### config.mk
export PLATFORM = sky130hd
export DESIGN_NAME = ifetch_top
export DESIGN_NICKNAME = d
export VERILOG_FILES = /design/src/verilog/ifetch_pkg.sv /design/src/verilog/mem_bus_if.sv /design/src/verilog/bus_arbiter.sv /design/src/verilog/icache_miss_ctrl.sv /design/src/verilog/ifetch_top.sv /design/src/verilog/l1_icache.sv /design/src/verilog/load_port.sv
export VERILOG_INCLUDE_DIRS = /design/src /design/src/verilog
export SDC_FILE = /design/constraint.sdc
export NUM_CORES = 2
export LEC_CHECK = 0
export BUFFER_PORTS_ARGS = -buffer_cell sky130_fd_sc_hd__buf_4
export CORE_ASPECT_RATIO = 0.8
export CORE_MARGIN = 2
export CORE_UTILIZATION = 61
export CTS_CLUSTER_DIAMETER = 120
export CTS_CLUSTER_SIZE = 28
export DETAILED_ROUTE_END_ITERATION = 7
export PLACE_DENSITY = 0.78
export SYNTH_ARGS = -nofsm -noshare
export SYNTH_HDL_FRONTEND = slang
export SYNTH_SLANG_ARGS = --single-unit
### constraint.sdc
create_clock -name clk -period 22.9 [get_ports clk]
set_input_delay 3.435 -clock clk [delete_from_list [all_inputs] [get_ports clk]]
set_output_delay 3.435 -clock clk [all_outputs]
set_load 0.05 [all_outputs]
### src/verilog/ifetch_macros.svh
`ifndef IFETCH_MACROS_SVH
`define IFETCH_MACROS_SVH

// ======================================================================
// Fetch subsystem sizes
// ======================================================================

// Byte address width on the fetch, load and memory sides
`define IF_ADR_W 16

// Instruction and data word width
`define IF_WORD_W 32

// Direct-mapped L1, number of lines
`define IF_LINES 16

// Words per cache line, a line covers 16 bytes
`define IF_LINE_WORDS 4

// Address split, byte offset in the line / line index / tag
`define IF_OFS_W 4
`define IF_IDX_W 4
`define IF_TAG_W (`IF_ADR_W - `IF_IDX_W - `IF_OFS_W)

// Filler stored in every word of a line whose fill failed
`define IF_NOP_WORD 32'h0000_0013

`endif

### src/verilog/ifetch_pkg.sv
`include "ifetch_macros.svh"

package ifetch_pkg;

	// Completion code from memory, also kept per cache line
	typedef enum logic [1:0] {
		MEM_OK       = 2'd0,
		MEM_BUS_ERR  = 2'd1,
		MEM_PROT_ERR = 2'd2
	} mem_err_e;

	// Miss controller FSM
	typedef enum logic [2:0] {
		MS_IDLE,
		MS_LOOKUP,
		MS_REPLY,
		MS_FILL_REQ,
		MS_FILL_ACK,
		MS_WRITE,
		MS_INVAL
	} miss_state_e;

	// Uncached load port FSM
	typedef enum logic [1:0] {
		LD_IDLE,
		LD_BUS,
		LD_REPLY
	} ld_state_e;

	// Arbiter, either free or holding a grant
	typedef enum logic {
		ARB_IDLE,
		ARB_GRANT
	} arb_state_e;

	// One L1 line, the error code sits above the words
	typedef struct packed {
		mem_err_e                                 err;
		logic [`IF_LINE_WORDS-1:0][`IF_WORD_W-1:0] words;
	} icache_line_t;

endpackage

### src/verilog/mem_bus_if.sv
`include "ifetch_macros.svh"

// One requester's view of the memory bus
// Four-phase req/ack per beat, lock spans a burst
interface mem_bus_if;
	import ifetch_pkg::*;

	// Requester side
	logic                  req;
	logic                  lock;
	logic [`IF_ADR_W-1:0]  adr;

	// Responder side, rdata and err valid while ack is high
	logic                  ack;
	logic [`IF_WORD_W-1:0] rdata;
	mem_err_e              err;

	modport master (
		output req,
		output lock,
		output adr,
		input  ack,
		input  rdata,
		input  err
	);

	modport slave (
		input  req,
		input  lock,
		input  adr,
		output ack,
		output rdata,
		output err
	);

endinterface
### src/verilog/bus_arbiter.sv
`include "ifetch_macros.svh"

module bus_arbiter (
	input  logic      clk,
	input  logic      rst_i,
	mem_bus_if.slave  fill_bus,
	mem_bus_if.slave  ld_bus,
	mem_bus_if.master mem
);
	import ifetch_pkg::*;

	arb_state_e state;
	// Current grant, doubles as last served once idle
	logic gnt_fill_q;
	logic pick_fill;
	logic granted;
	logic fill_sel, ld_sel;
	logic sel_req, sel_lock;

	// Alternate when both ask at once
	assign pick_fill = (fill_bus.req && ld_bus.req) ? !gnt_fill_q : fill_bus.req;

	assign granted  = (state == ARB_GRANT);
	assign fill_sel = granted && gnt_fill_q;
	assign ld_sel   = granted && !gnt_fill_q;
	assign sel_req  = gnt_fill_q ? fill_bus.req : ld_bus.req;
	assign sel_lock = gnt_fill_q ? fill_bus.lock : ld_bus.lock;

	always_ff @(posedge clk) begin
		if (rst_i) begin
			state      <= ARB_IDLE;
			gnt_fill_q <= 1'b0;
		end else begin
			case (state)
			ARB_IDLE: begin
				if (fill_bus.req || ld_bus.req) begin
					gnt_fill_q <= pick_fill;
					state      <= ARB_GRANT;
				end
			end
			ARB_GRANT: begin
				// Beat fully closed and no burst lock
				if (!sel_req && !sel_lock && !mem.ack)
					state <= ARB_IDLE;
			end
			default: state <= ARB_IDLE;
			endcase
		end
	end

	// ======================================================================
	// Routing
	// ======================================================================
	assign mem.req  = granted && sel_req;
	assign mem.lock = granted && sel_lock;
	assign mem.adr  = gnt_fill_q ? fill_bus.adr : ld_bus.adr;

	// Responses reach the granted side only
	assign fill_bus.ack   = fill_sel && mem.ack;
	assign fill_bus.rdata = fill_sel ? mem.rdata : '0;
	assign fill_bus.err   = fill_sel ? mem.err : MEM_OK;
	assign ld_bus.ack     = ld_sel && mem.ack;
	assign ld_bus.rdata   = ld_sel ? mem.rdata : '0;
	assign ld_bus.err     = ld_sel ? mem.err : MEM_OK;

endmodule

### src/verilog/icache_miss_ctrl.sv
`include "ifetch_macros.svh"

module icache_miss_ctrl (
	input  logic                     clk,
	input  logic                     rst_i,
	// Processor fetch port
	input  logic                     fetch_req_i,
	input  logic [`IF_ADR_W-1:0]     fetch_adr_i,
	output logic                     fetch_ack_o,
	output logic [`IF_WORD_W-1:0]    fetch_data_o,
	output ifetch_pkg::mem_err_e     fetch_err_o,
	// Line invalidate request
	input  logic                     inv_req_i,
	input  logic [`IF_ADR_W-1:0]     inv_adr_i,
	output logic                     inv_ack_o,
	output logic [31:0]              miss_count_o,
	// L1 array side
	output logic [`IF_ADR_W-1:0]     rd_adr_o,
	input  logic                     rd_hit_i,
	input  logic [`IF_WORD_W-1:0]    rd_data_i,
	input  ifetch_pkg::mem_err_e     rd_err_i,
	output logic                     wr_en_o,
	output logic [`IF_ADR_W-1:0]     wr_adr_o,
	output ifetch_pkg::icache_line_t wr_line_o,
	output logic                     inv_en_o,
	output logic [`IF_ADR_W-1:0]     inv_adr_o,
	// Line fill bus
	mem_bus_if.master                bus
);
	import ifetch_pkg::*;

	localparam int WSEL_W = $clog2(`IF_LINE_WORDS);
	localparam logic [WSEL_W-1:0] LAST_BEAT = WSEL_W'(`IF_LINE_WORDS - 1);

	miss_state_e state;

	// Fetch address, held for lookup and fill
	logic [`IF_ADR_W-1:0] adr_q;
	// Beat counter inside the line
	logic [WSEL_W-1:0]    beat_q;
	logic                 req_q;
	logic                 lock_q;
	// Line being assembled
	logic [`IF_LINE_WORDS-1:0][`IF_WORD_W-1:0] line_words;
	mem_err_e             line_err;

	// Array always looks at the held address
	assign rd_adr_o = adr_q;
	assign wr_adr_o = adr_q;

	// Write once the last ack of the burst has fallen
	assign wr_en_o = (state == MS_WRITE) && !bus.ack;

	// A failed fill stores NOPs with the error code
	always_comb begin
		wr_line_o.err   = line_err;
		wr_line_o.words = line_words;
		if (line_err != MEM_OK)
			wr_line_o.words = {`IF_LINE_WORDS{`IF_NOP_WORD}};
	end

	// Line-aligned burst address, beat selects the word
	assign bus.req  = req_q;
	assign bus.lock = lock_q;
	assign bus.adr  = {adr_q[`IF_ADR_W-1:`IF_OFS_W], beat_q, 2'b00};

	// ======================================================================
	// Miss FSM
	// ======================================================================
	always_ff @(posedge clk) begin
		if (rst_i) begin
			state        <= MS_IDLE;
			fetch_ack_o  <= 1'b0;
			inv_ack_o    <= 1'b0;
			inv_en_o     <= 1'b0;
			req_q        <= 1'b0;
			lock_q       <= 1'b0;
			beat_q       <= '0;
			miss_count_o <= '0;
		end else begin
			inv_en_o <= 1'b0;
			case (state)
			MS_IDLE: begin
				// Invalidate wins over a new fetch
				if (inv_req_i) begin
					inv_adr_o <= inv_adr_i;
					inv_en_o  <= 1'b1;
					state     <= MS_INVAL;
				end else if (fetch_req_i) begin
					adr_q <= fetch_adr_i;
					state <= MS_LOOKUP;
				end
			end
			// Array registers the lookup here
			MS_LOOKUP: state <= MS_REPLY;
			MS_REPLY: begin
				if (!fetch_ack_o) begin
					if (rd_hit_i) begin
						fetch_ack_o  <= 1'b1;
						fetch_data_o <= rd_data_i;
						fetch_err_o  <= rd_err_i;
					end else begin
						beat_q   <= '0;
						line_err <= MEM_OK;
						state    <= MS_FILL_REQ;
					end
				end else if (!fetch_req_i) begin
					fetch_ack_o <= 1'b0;
					state       <= MS_IDLE;
				end
			end
			MS_FILL_REQ: begin
				// New beat only after the previous ack is gone
				if (!bus.ack) begin
					req_q  <= 1'b1;
					lock_q <= 1'b1;
					state  <= MS_FILL_ACK;
				end
			end
			MS_FILL_ACK: begin
				if (bus.ack) begin
					req_q              <= 1'b0;
					line_words[beat_q] <= bus.rdata;
					// Any error cuts the burst short
					if (bus.err != MEM_OK) begin
						line_err <= bus.err;
						state    <= MS_WRITE;
					end else if (beat_q == LAST_BEAT) begin
						state <= MS_WRITE;
					end else begin
						beat_q <= beat_q + 1'b1;
						state  <= MS_FILL_REQ;
					end
				end
			end
			MS_WRITE: begin
				// Lock released with the last ack low, then look up again
				if (!bus.ack) begin
					lock_q       <= 1'b0;
					miss_count_o <= miss_count_o + 32'd1;
					state        <= MS_LOOKUP;
				end
			end
			MS_INVAL: begin
				// First cycle clears the line, second raises the ack
				if (!inv_en_o && !inv_ack_o) begin
					inv_ack_o <= 1'b1;
				end else if (inv_ack_o && !inv_req_i) begin
					inv_ack_o <= 1'b0;
					state     <= MS_IDLE;
				end
			end
			default: state <= MS_IDLE;
			endcase
		end
	end

endmodule

### src/verilog/ifetch_top.sv
`include "ifetch_macros.svh"

module ifetch_top (
	input  logic                  clk,
	input  logic                  rst_i,
	// Fetch port
	input  logic                  fetch_req_i,
	input  logic [`IF_ADR_W-1:0]  fetch_adr_i,
	output logic                  fetch_ack_o,
	output logic [`IF_WORD_W-1:0] fetch_data_o,
	output ifetch_pkg::mem_err_e  fetch_err_o,
	// Load port
	input  logic                  ld_req_i,
	input  logic [`IF_ADR_W-1:0]  ld_adr_i,
	output logic                  ld_ack_o,
	output logic [`IF_WORD_W-1:0] ld_data_o,
	output ifetch_pkg::mem_err_e  ld_err_o,
	// Invalidate
	input  logic                  inv_req_i,
	input  logic [`IF_ADR_W-1:0]  inv_adr_i,
	output logic                  inv_ack_o,
	output logic [31:0]           miss_count_o,
	// Memory pins
	output logic                  mem_req_o,
	output logic [`IF_ADR_W-1:0]  mem_adr_o,
	input  logic                  mem_ack_i,
	input  logic [`IF_WORD_W-1:0] mem_rdata_i,
	input  ifetch_pkg::mem_err_e  mem_err_i
);
	import ifetch_pkg::*;

	// Miss controller to L1 array
	logic [`IF_ADR_W-1:0]  rd_adr;
	logic                  rd_hit;
	logic [`IF_WORD_W-1:0] rd_data;
	mem_err_e              rd_err;
	logic                  wr_en;
	logic [`IF_ADR_W-1:0]  wr_adr;
	icache_line_t          wr_line;
	logic                  inv_en;
	logic [`IF_ADR_W-1:0]  inv_adr;

	mem_bus_if fill_bus ();
	mem_bus_if ld_bus ();
	mem_bus_if mem_bus ();

	// Arbiter output onto the pins
	assign mem_req_o     = mem_bus.req;
	assign mem_adr_o     = mem_bus.adr;
	assign mem_bus.ack   = mem_ack_i;
	assign mem_bus.rdata = mem_rdata_i;
	assign mem_bus.err   = mem_err_i;

	l1_icache u_l1 (
		.clk       (clk),
		.rst_i     (rst_i),
		.rd_adr_i  (rd_adr),
		.rd_hit_o  (rd_hit),
		.rd_data_o (rd_data),
		.rd_err_o  (rd_err),
		.wr_en_i   (wr_en),
		.wr_adr_i  (wr_adr),
		.wr_line_i (wr_line),
		.inv_en_i  (inv_en),
		.inv_adr_i (inv_adr)
	);

	icache_miss_ctrl u_miss (
		.clk          (clk),
		.rst_i        (rst_i),
		.fetch_req_i  (fetch_req_i),
		.fetch_adr_i  (fetch_adr_i),
		.fetch_ack_o  (fetch_ack_o),
		.fetch_data_o (fetch_data_o),
		.fetch_err_o  (fetch_err_o),
		.inv_req_i    (inv_req_i),
		.inv_adr_i    (inv_adr_i),
		.inv_ack_o    (inv_ack_o),
		.miss_count_o (miss_count_o),
		.rd_adr_o     (rd_adr),
		.rd_hit_i     (rd_hit),
		.rd_data_i    (rd_data),
		.rd_err_i     (rd_err),
		.wr_en_o      (wr_en),
		.wr_adr_o     (wr_adr),
		.wr_line_o    (wr_line),
		.inv_en_o     (inv_en),
		.inv_adr_o    (inv_adr),
		.bus          (fill_bus.master)
	);

	load_port u_load (
		.clk       (clk),
		.rst_i     (rst_i),
		.ld_req_i  (ld_req_i),
		.ld_adr_i  (ld_adr_i),
		.ld_ack_o  (ld_ack_o),
		.ld_data_o (ld_data_o),
		.ld_err_o  (ld_err_o),
		.bus       (ld_bus.master)
	);

	bus_arbiter u_arb (
		.clk      (clk),
		.rst_i    (rst_i),
		.fill_bus (fill_bus.slave),
		.ld_bus   (ld_bus.slave),
		.mem      (mem_bus.master)
	);

endmodule

### src/verilog/l1_icache.sv
`include "ifetch_macros.svh"

module l1_icache (
	input  logic                    clk,
	input  logic                    rst_i,
	input  logic [`IF_ADR_W-1:0]    rd_adr_i,
	output logic                    rd_hit_o,
	output logic [`IF_WORD_W-1:0]   rd_data_o,
	output ifetch_pkg::mem_err_e    rd_err_o,
	input  logic                    wr_en_i,
	input  logic [`IF_ADR_W-1:0]    wr_adr_i,
	input  ifetch_pkg::icache_line_t wr_line_i,
	input  logic                    inv_en_i,
	input  logic [`IF_ADR_W-1:0]    inv_adr_i
);
	import ifetch_pkg::*;

	localparam int WSEL_W = $clog2(`IF_LINE_WORDS);

	// ======================================================================
	// Storage
	// ======================================================================
	logic [`IF_LINES-1:0] valid;
	logic [`IF_TAG_W-1:0] tag_mem [`IF_LINES];
	icache_line_t         line_mem [`IF_LINES];

	// Address fields per port
	logic [`IF_IDX_W-1:0] rd_idx, wr_idx, inv_idx;
	logic [`IF_TAG_W-1:0] rd_tag, wr_tag, inv_tag;
	logic [WSEL_W-1:0]    rd_wsel;

	assign rd_idx  = rd_adr_i[`IF_OFS_W +: `IF_IDX_W];
	assign rd_tag  = rd_adr_i[`IF_ADR_W-1 -: `IF_TAG_W];
	// Word within the line, byte lanes dropped
	assign rd_wsel = rd_adr_i[2 +: WSEL_W];
	assign wr_idx  = wr_adr_i[`IF_OFS_W +: `IF_IDX_W];
	assign wr_tag  = wr_adr_i[`IF_ADR_W-1 -: `IF_TAG_W];
	assign inv_idx = inv_adr_i[`IF_OFS_W +: `IF_IDX_W];
	assign inv_tag = inv_adr_i[`IF_ADR_W-1 -: `IF_TAG_W];

	// Valid bits, write sets, matching invalidate clears
	always_ff @(posedge clk) begin
		if (rst_i) begin
			valid <= '0;
		end else begin
			if (wr_en_i)
				valid[wr_idx] <= 1'b1;
			// Only drop the line if it really holds this address
			if (inv_en_i && tag_mem[inv_idx] == inv_tag)
				valid[inv_idx] <= 1'b0;
		end
	end

	// Tag and data arrays, whole line in one cycle
	always_ff @(posedge clk) begin
		if (wr_en_i) begin
			tag_mem[wr_idx]  <= wr_tag;
			line_mem[wr_idx] <= wr_line_i;
		end
	end

	// ======================================================================
	// Registered lookup
	// ======================================================================
	always_ff @(posedge clk) begin
		if (rst_i)
			rd_hit_o <= 1'b0;
		else
			rd_hit_o <= valid[rd_idx] && (tag_mem[rd_idx] == rd_tag);
	end

	// Word and line code, meaningful only with a hit
	always_ff @(posedge clk) begin
		rd_data_o <= line_mem[rd_idx].words[rd_wsel];
		rd_err_o  <= line_mem[rd_idx].err;
	end

endmodule

### src/verilog/load_port.sv
`include "ifetch_macros.svh"

module load_port (
	input  logic                  clk,
	input  logic                  rst_i,
	input  logic                  ld_req_i,
	input  logic [`IF_ADR_W-1:0]  ld_adr_i,
	output logic                  ld_ack_o,
	output logic [`IF_WORD_W-1:0] ld_data_o,
	output ifetch_pkg::mem_err_e  ld_err_o,
	mem_bus_if.master             bus
);
	import ifetch_pkg::*;

	ld_state_e            state;
	logic [`IF_ADR_W-1:0] adr_q;
	logic                 req_q;

	// Single beats, never locked
	assign bus.req  = req_q;
	assign bus.lock = 1'b0;
	assign bus.adr  = adr_q;

	always_ff @(posedge clk) begin
		if (rst_i) begin
			state    <= LD_IDLE;
			ld_ack_o <= 1'b0;
			req_q    <= 1'b0;
		end else begin
			case (state)
			LD_IDLE: begin
				if (ld_req_i) begin
					adr_q <= ld_adr_i;
					state <= LD_BUS;
				end
			end
			LD_BUS: begin
				if (!req_q) begin
					// Wait out a trailing ack from the last load
					if (!bus.ack)
						req_q <= 1'b1;
				end else if (bus.ack) begin
					req_q     <= 1'b0;
					ld_data_o <= bus.rdata;
					ld_err_o  <= bus.err;
					ld_ack_o  <= 1'b1;
					state     <= LD_REPLY;
				end
			end
			LD_REPLY: begin
				// Hold the word until the processor lets go
				if (!ld_req_i) begin
					ld_ack_o <= 1'b0;
					state    <= LD_IDLE;
				end
			end
			default: state <= LD_IDLE;
			endcase
		end
	end

endmodule

==> results.sh <==
export IMPL_peakVddDrop_mv=0.0721
export IMPL_clockBufferDepth=3
export IMPL_hold_path_endpoint="u_miss.fetch_err_o[0]"
export IMPL_synth_area_leader_cell="edfxtp_1"
export IMPL_rows=131
export IMPL_hold_viol_final=0
export IMPL_clock_latency_ps=770
export IMPL_worstSetupStartpoint="mem_ack_i"
export IMPL_grt_total_usage_pct=25.9
export IMPL_path_cells="buf_4 > nand3_1 > and2_1 > nand3_1 > nor2_4 > buf_4 > buf_4"
export IMPL_p_leak_uw=0.0326
export IMPL_worst_pin_slew_ps=1200
export IMPL_route_detailed_drc=0
export IMPL_crit_buf_inv=3
export IMPL_grt_pass1_wl_um=306000
export IMPL_antenna_found_initial=9
export IMPL_gp_congestion=0.760
export IMPL_hold_buffers=0
export IMPL_maxSlewHeadroom_pct=20.0
export IMPL_final_cell_count_no_fill=6581
export IMPL_grt_setup_unrepaired="no"
export IMPL_dp_hpwl_um=104000
export IMPL_required_ps=23280
export IMPL_htree_levels=3
export IMPL_via_count=44347
export IMPL_fin_nets=4454
export IMPL_cts_tree="built"
export IMPL_fmax_mhz=147
export IMPL_grt_max_degree=117
export IMPL_hold_ws_ps=411
export IMPL_slowest_delay_ps=850
export IMPL_n_fill_cell=9790
export IMPL_critPathSlowestCell="buf_4"
export IMPL_drtAntennaViolNets=0
export IMPL_wl_per_cell_um=31.9
export IMPL_min_from="u_l1.rd_err_o[0]"
export IMPL_die_h_um=362
export IMPL_cts_buffers=101
export IMPL_viasPerCell=6.74
export IMPL_drt_wl_total_um=210000
export IMPL_ys_seq_elements=2555
export IMPL_cts_setup_buffers=0
export IMPL_ctsResizeCount=0
export IMPL_core_area_um2=159000
export IMPL_grt_pass1_vias=44822
export IMPL_grt_overflow=0
export IMPL_ys_warn_count=0
export IMPL_yosys_top_cells_area="edfxtp_1 (75%), mux4_2 (17%), dfxtp_1 (2.2%)"
export IMPL_floorplan_initialDensity_pct=61.3
export IMPL_yosys_top_cells_count="edfxtp_1 (2448), mux4_2 (748), and2_1 (169)"
export IMPL_setup_viol=0
export IMPL_async_flop_share_pct=0
export IMPL_area_delta_synth_final_pct=7.30
export IMPL_critPathTopFamily="buffers and inverters"
export IMPL_cts_sinks=2555
export IMPL_r2r_end="u_l1.rd_data_o[14]"
export IMPL_synth_main_ff_cell="edfxtp_1"
export IMPL_drt_iter0_drc=6074
export IMPL_ff2ff_setup_slack_ps=17600
export IMPL_synth_edf_count=2448
export IMPL_layout_drive_gt1_share_pct=27.1
export IMPL_startpoint_type="primary input"
export IMPL_cts_root_buf="clkbuf_16"
export IMPL_portBuffers=201
export IMPL_hp_class="flop to flop"
export IMPL_die_w_um=452
export IMPL_syn_nets=4289
export IMPL_endpoint_kind="flop"
export IMPL_max_cap_violations=0
export IMPL_dp_cells=6386
export IMPL_avgSynthCellArea_um2=23.3
export IMPL_critical_path_arrival_ps=7190
export IMPL_synth_most_common_cell="edfxtp_1"
export IMPL_ys_types=52
export IMPL_clock_skew_final_ps=32.0
export IMPL_drv_slew=0
export IMPL_criticalPathCategory="primary input to flop"
export IMPL_dr_pass1_iters=6
export IMPL_seq_area_frac_synth_pct=77.4
export IMPL_outcome="finished clean"
export IMPL_powerDensity_nw_per_um2=81.4
export IMPL_clk_transition_reported_paths_ps=110
export IMPL_hold_depth=0
export IMPL_yosysTopAreaCellShare_pct=75.2
export IMPL_cp_common_cell="buf_4"
export IMPL_rr_worst_depth=6
export IMPL_fin_setup_tns_ps=0
export IMPL_min_period_ps=6810
export IMPL_period_share_pct=29.7
export IMPL_crit_fanout=50
export IMPL_totalPowerFinal_uw=8540
export IMPL_io_pins=208
export IMPL_dieArea_um2=163000
export IMPL_netlist_area_um2=97700
export IMPL_synthCells=4196
layout make-up:
| cell class | instances | area [um^2] | share of cell area, % |
|---|---|---|---|
| Clock inverter | 4 | 71.3 | 0.0680 |
| Timing Repair Buffer | 288 | 2290 | 2.18 |
| Inverter | 21 | 78.8 | 0.0752 |
| Sequential cell | 2555 | 75700 | 72.2 |
| Tap cell | 2128 | 2660 | 2.54 |
| Clock buffer | 184 | 2920 | 2.79 |
| Multi-Input combinational cell | 1394 | 21200 | 20.2 |
| Antenna cell | 7 | 17.5 | 0.0167 |
power by group:
| part | switching (uW) | internal [uW] | leakage [uW] |
|---|---|---|---|
| sequential | 71.0 | 5240 | 0.0233 |
| combinational | 543 | 483 | 0.00793 |
| clock | 1330 | 880 | 0.00142 |
cell families after synthesis:
group	synth area share, %
buf+inv	1.09
xor+xnor	0.296
fa+ha+maj	0.0640
mux	17.9
compound gates	0.699
flops	77.4
simple gates	2.58
registers in the layout, indices dropped and copies added (netlist names), 2 cells and up, named ones only:
name                 flops
u_miss.inv_adr_o        12
u_load.bus.adr          16
u_l1.rd_data_o          32
u_miss.state             3
u_miss.rd_adr_o         14
u_load.ld_data_o        32
u_miss.line_words      128
u_miss.line_err          2
u_l1.line_mem         2080
u_load.state             2
u_miss.fetch_data_o     32
u_miss.miss_count_o     32
u_l1.rd_err_o            2
u_l1.tag_mem           128
u_l1.valid              16
u_miss.fetch_err_o       2
u_load.ld_err_o          2
u_miss.beat_q            2
per-stage QoR:
step | setup WS (ps) | area [um^2] | util (%)
floorplan | 3920 | 97700 | -
global placement | 15330 | 102000 | 63.9
detailed placement | 15280 | 102000 | 63.9
CTS | 16110 | 105000 | 65.8
global route | 15960 | 105000 | 65.8
finish | 16090 | 105000 | 65.8
cells in the final DEF (no fill, tap or decap), drive strengths merged, types with 17 or more instances in the layout:
cell type	n
a21oi	23
a31oi	19
and2	169
and3	40
buf	288
clkbuf	184
dfxtp	107
edfxtp	2448
inv	22
mux2	25
mux2i	33
mux4	748
nand2	40
nor2	65
nor2b	17
o21ai	27
o21bai	17
or3	24
xnor2	23
routing by layer:
metal	wire, um	vias to the layer above	global-route usage (%)
met5	13	-	0
met1	80500	23608	37.4
met2	104000	2462	41.8
li1	-	17973	-
met3	18900	302	4.31
met4	6170	2	7.17
how the worst max path moves through the flow:
stage	endpoint	cells past startpoint
5_1_grt	u_l1.line_mem[13][17]	7
3_3_place_gp	u_l1.line_mem[13][53]	7
6_report	u_l1.line_mem[15][88]	7
2_1_floorplan	u_l1.line_mem[0][0]	3
3_5_place_dp	u_l1.line_mem[13][93]	7
4_1_cts	u_l1.line_mem[13][17]	7
Power figures use the tool's default switching activity.
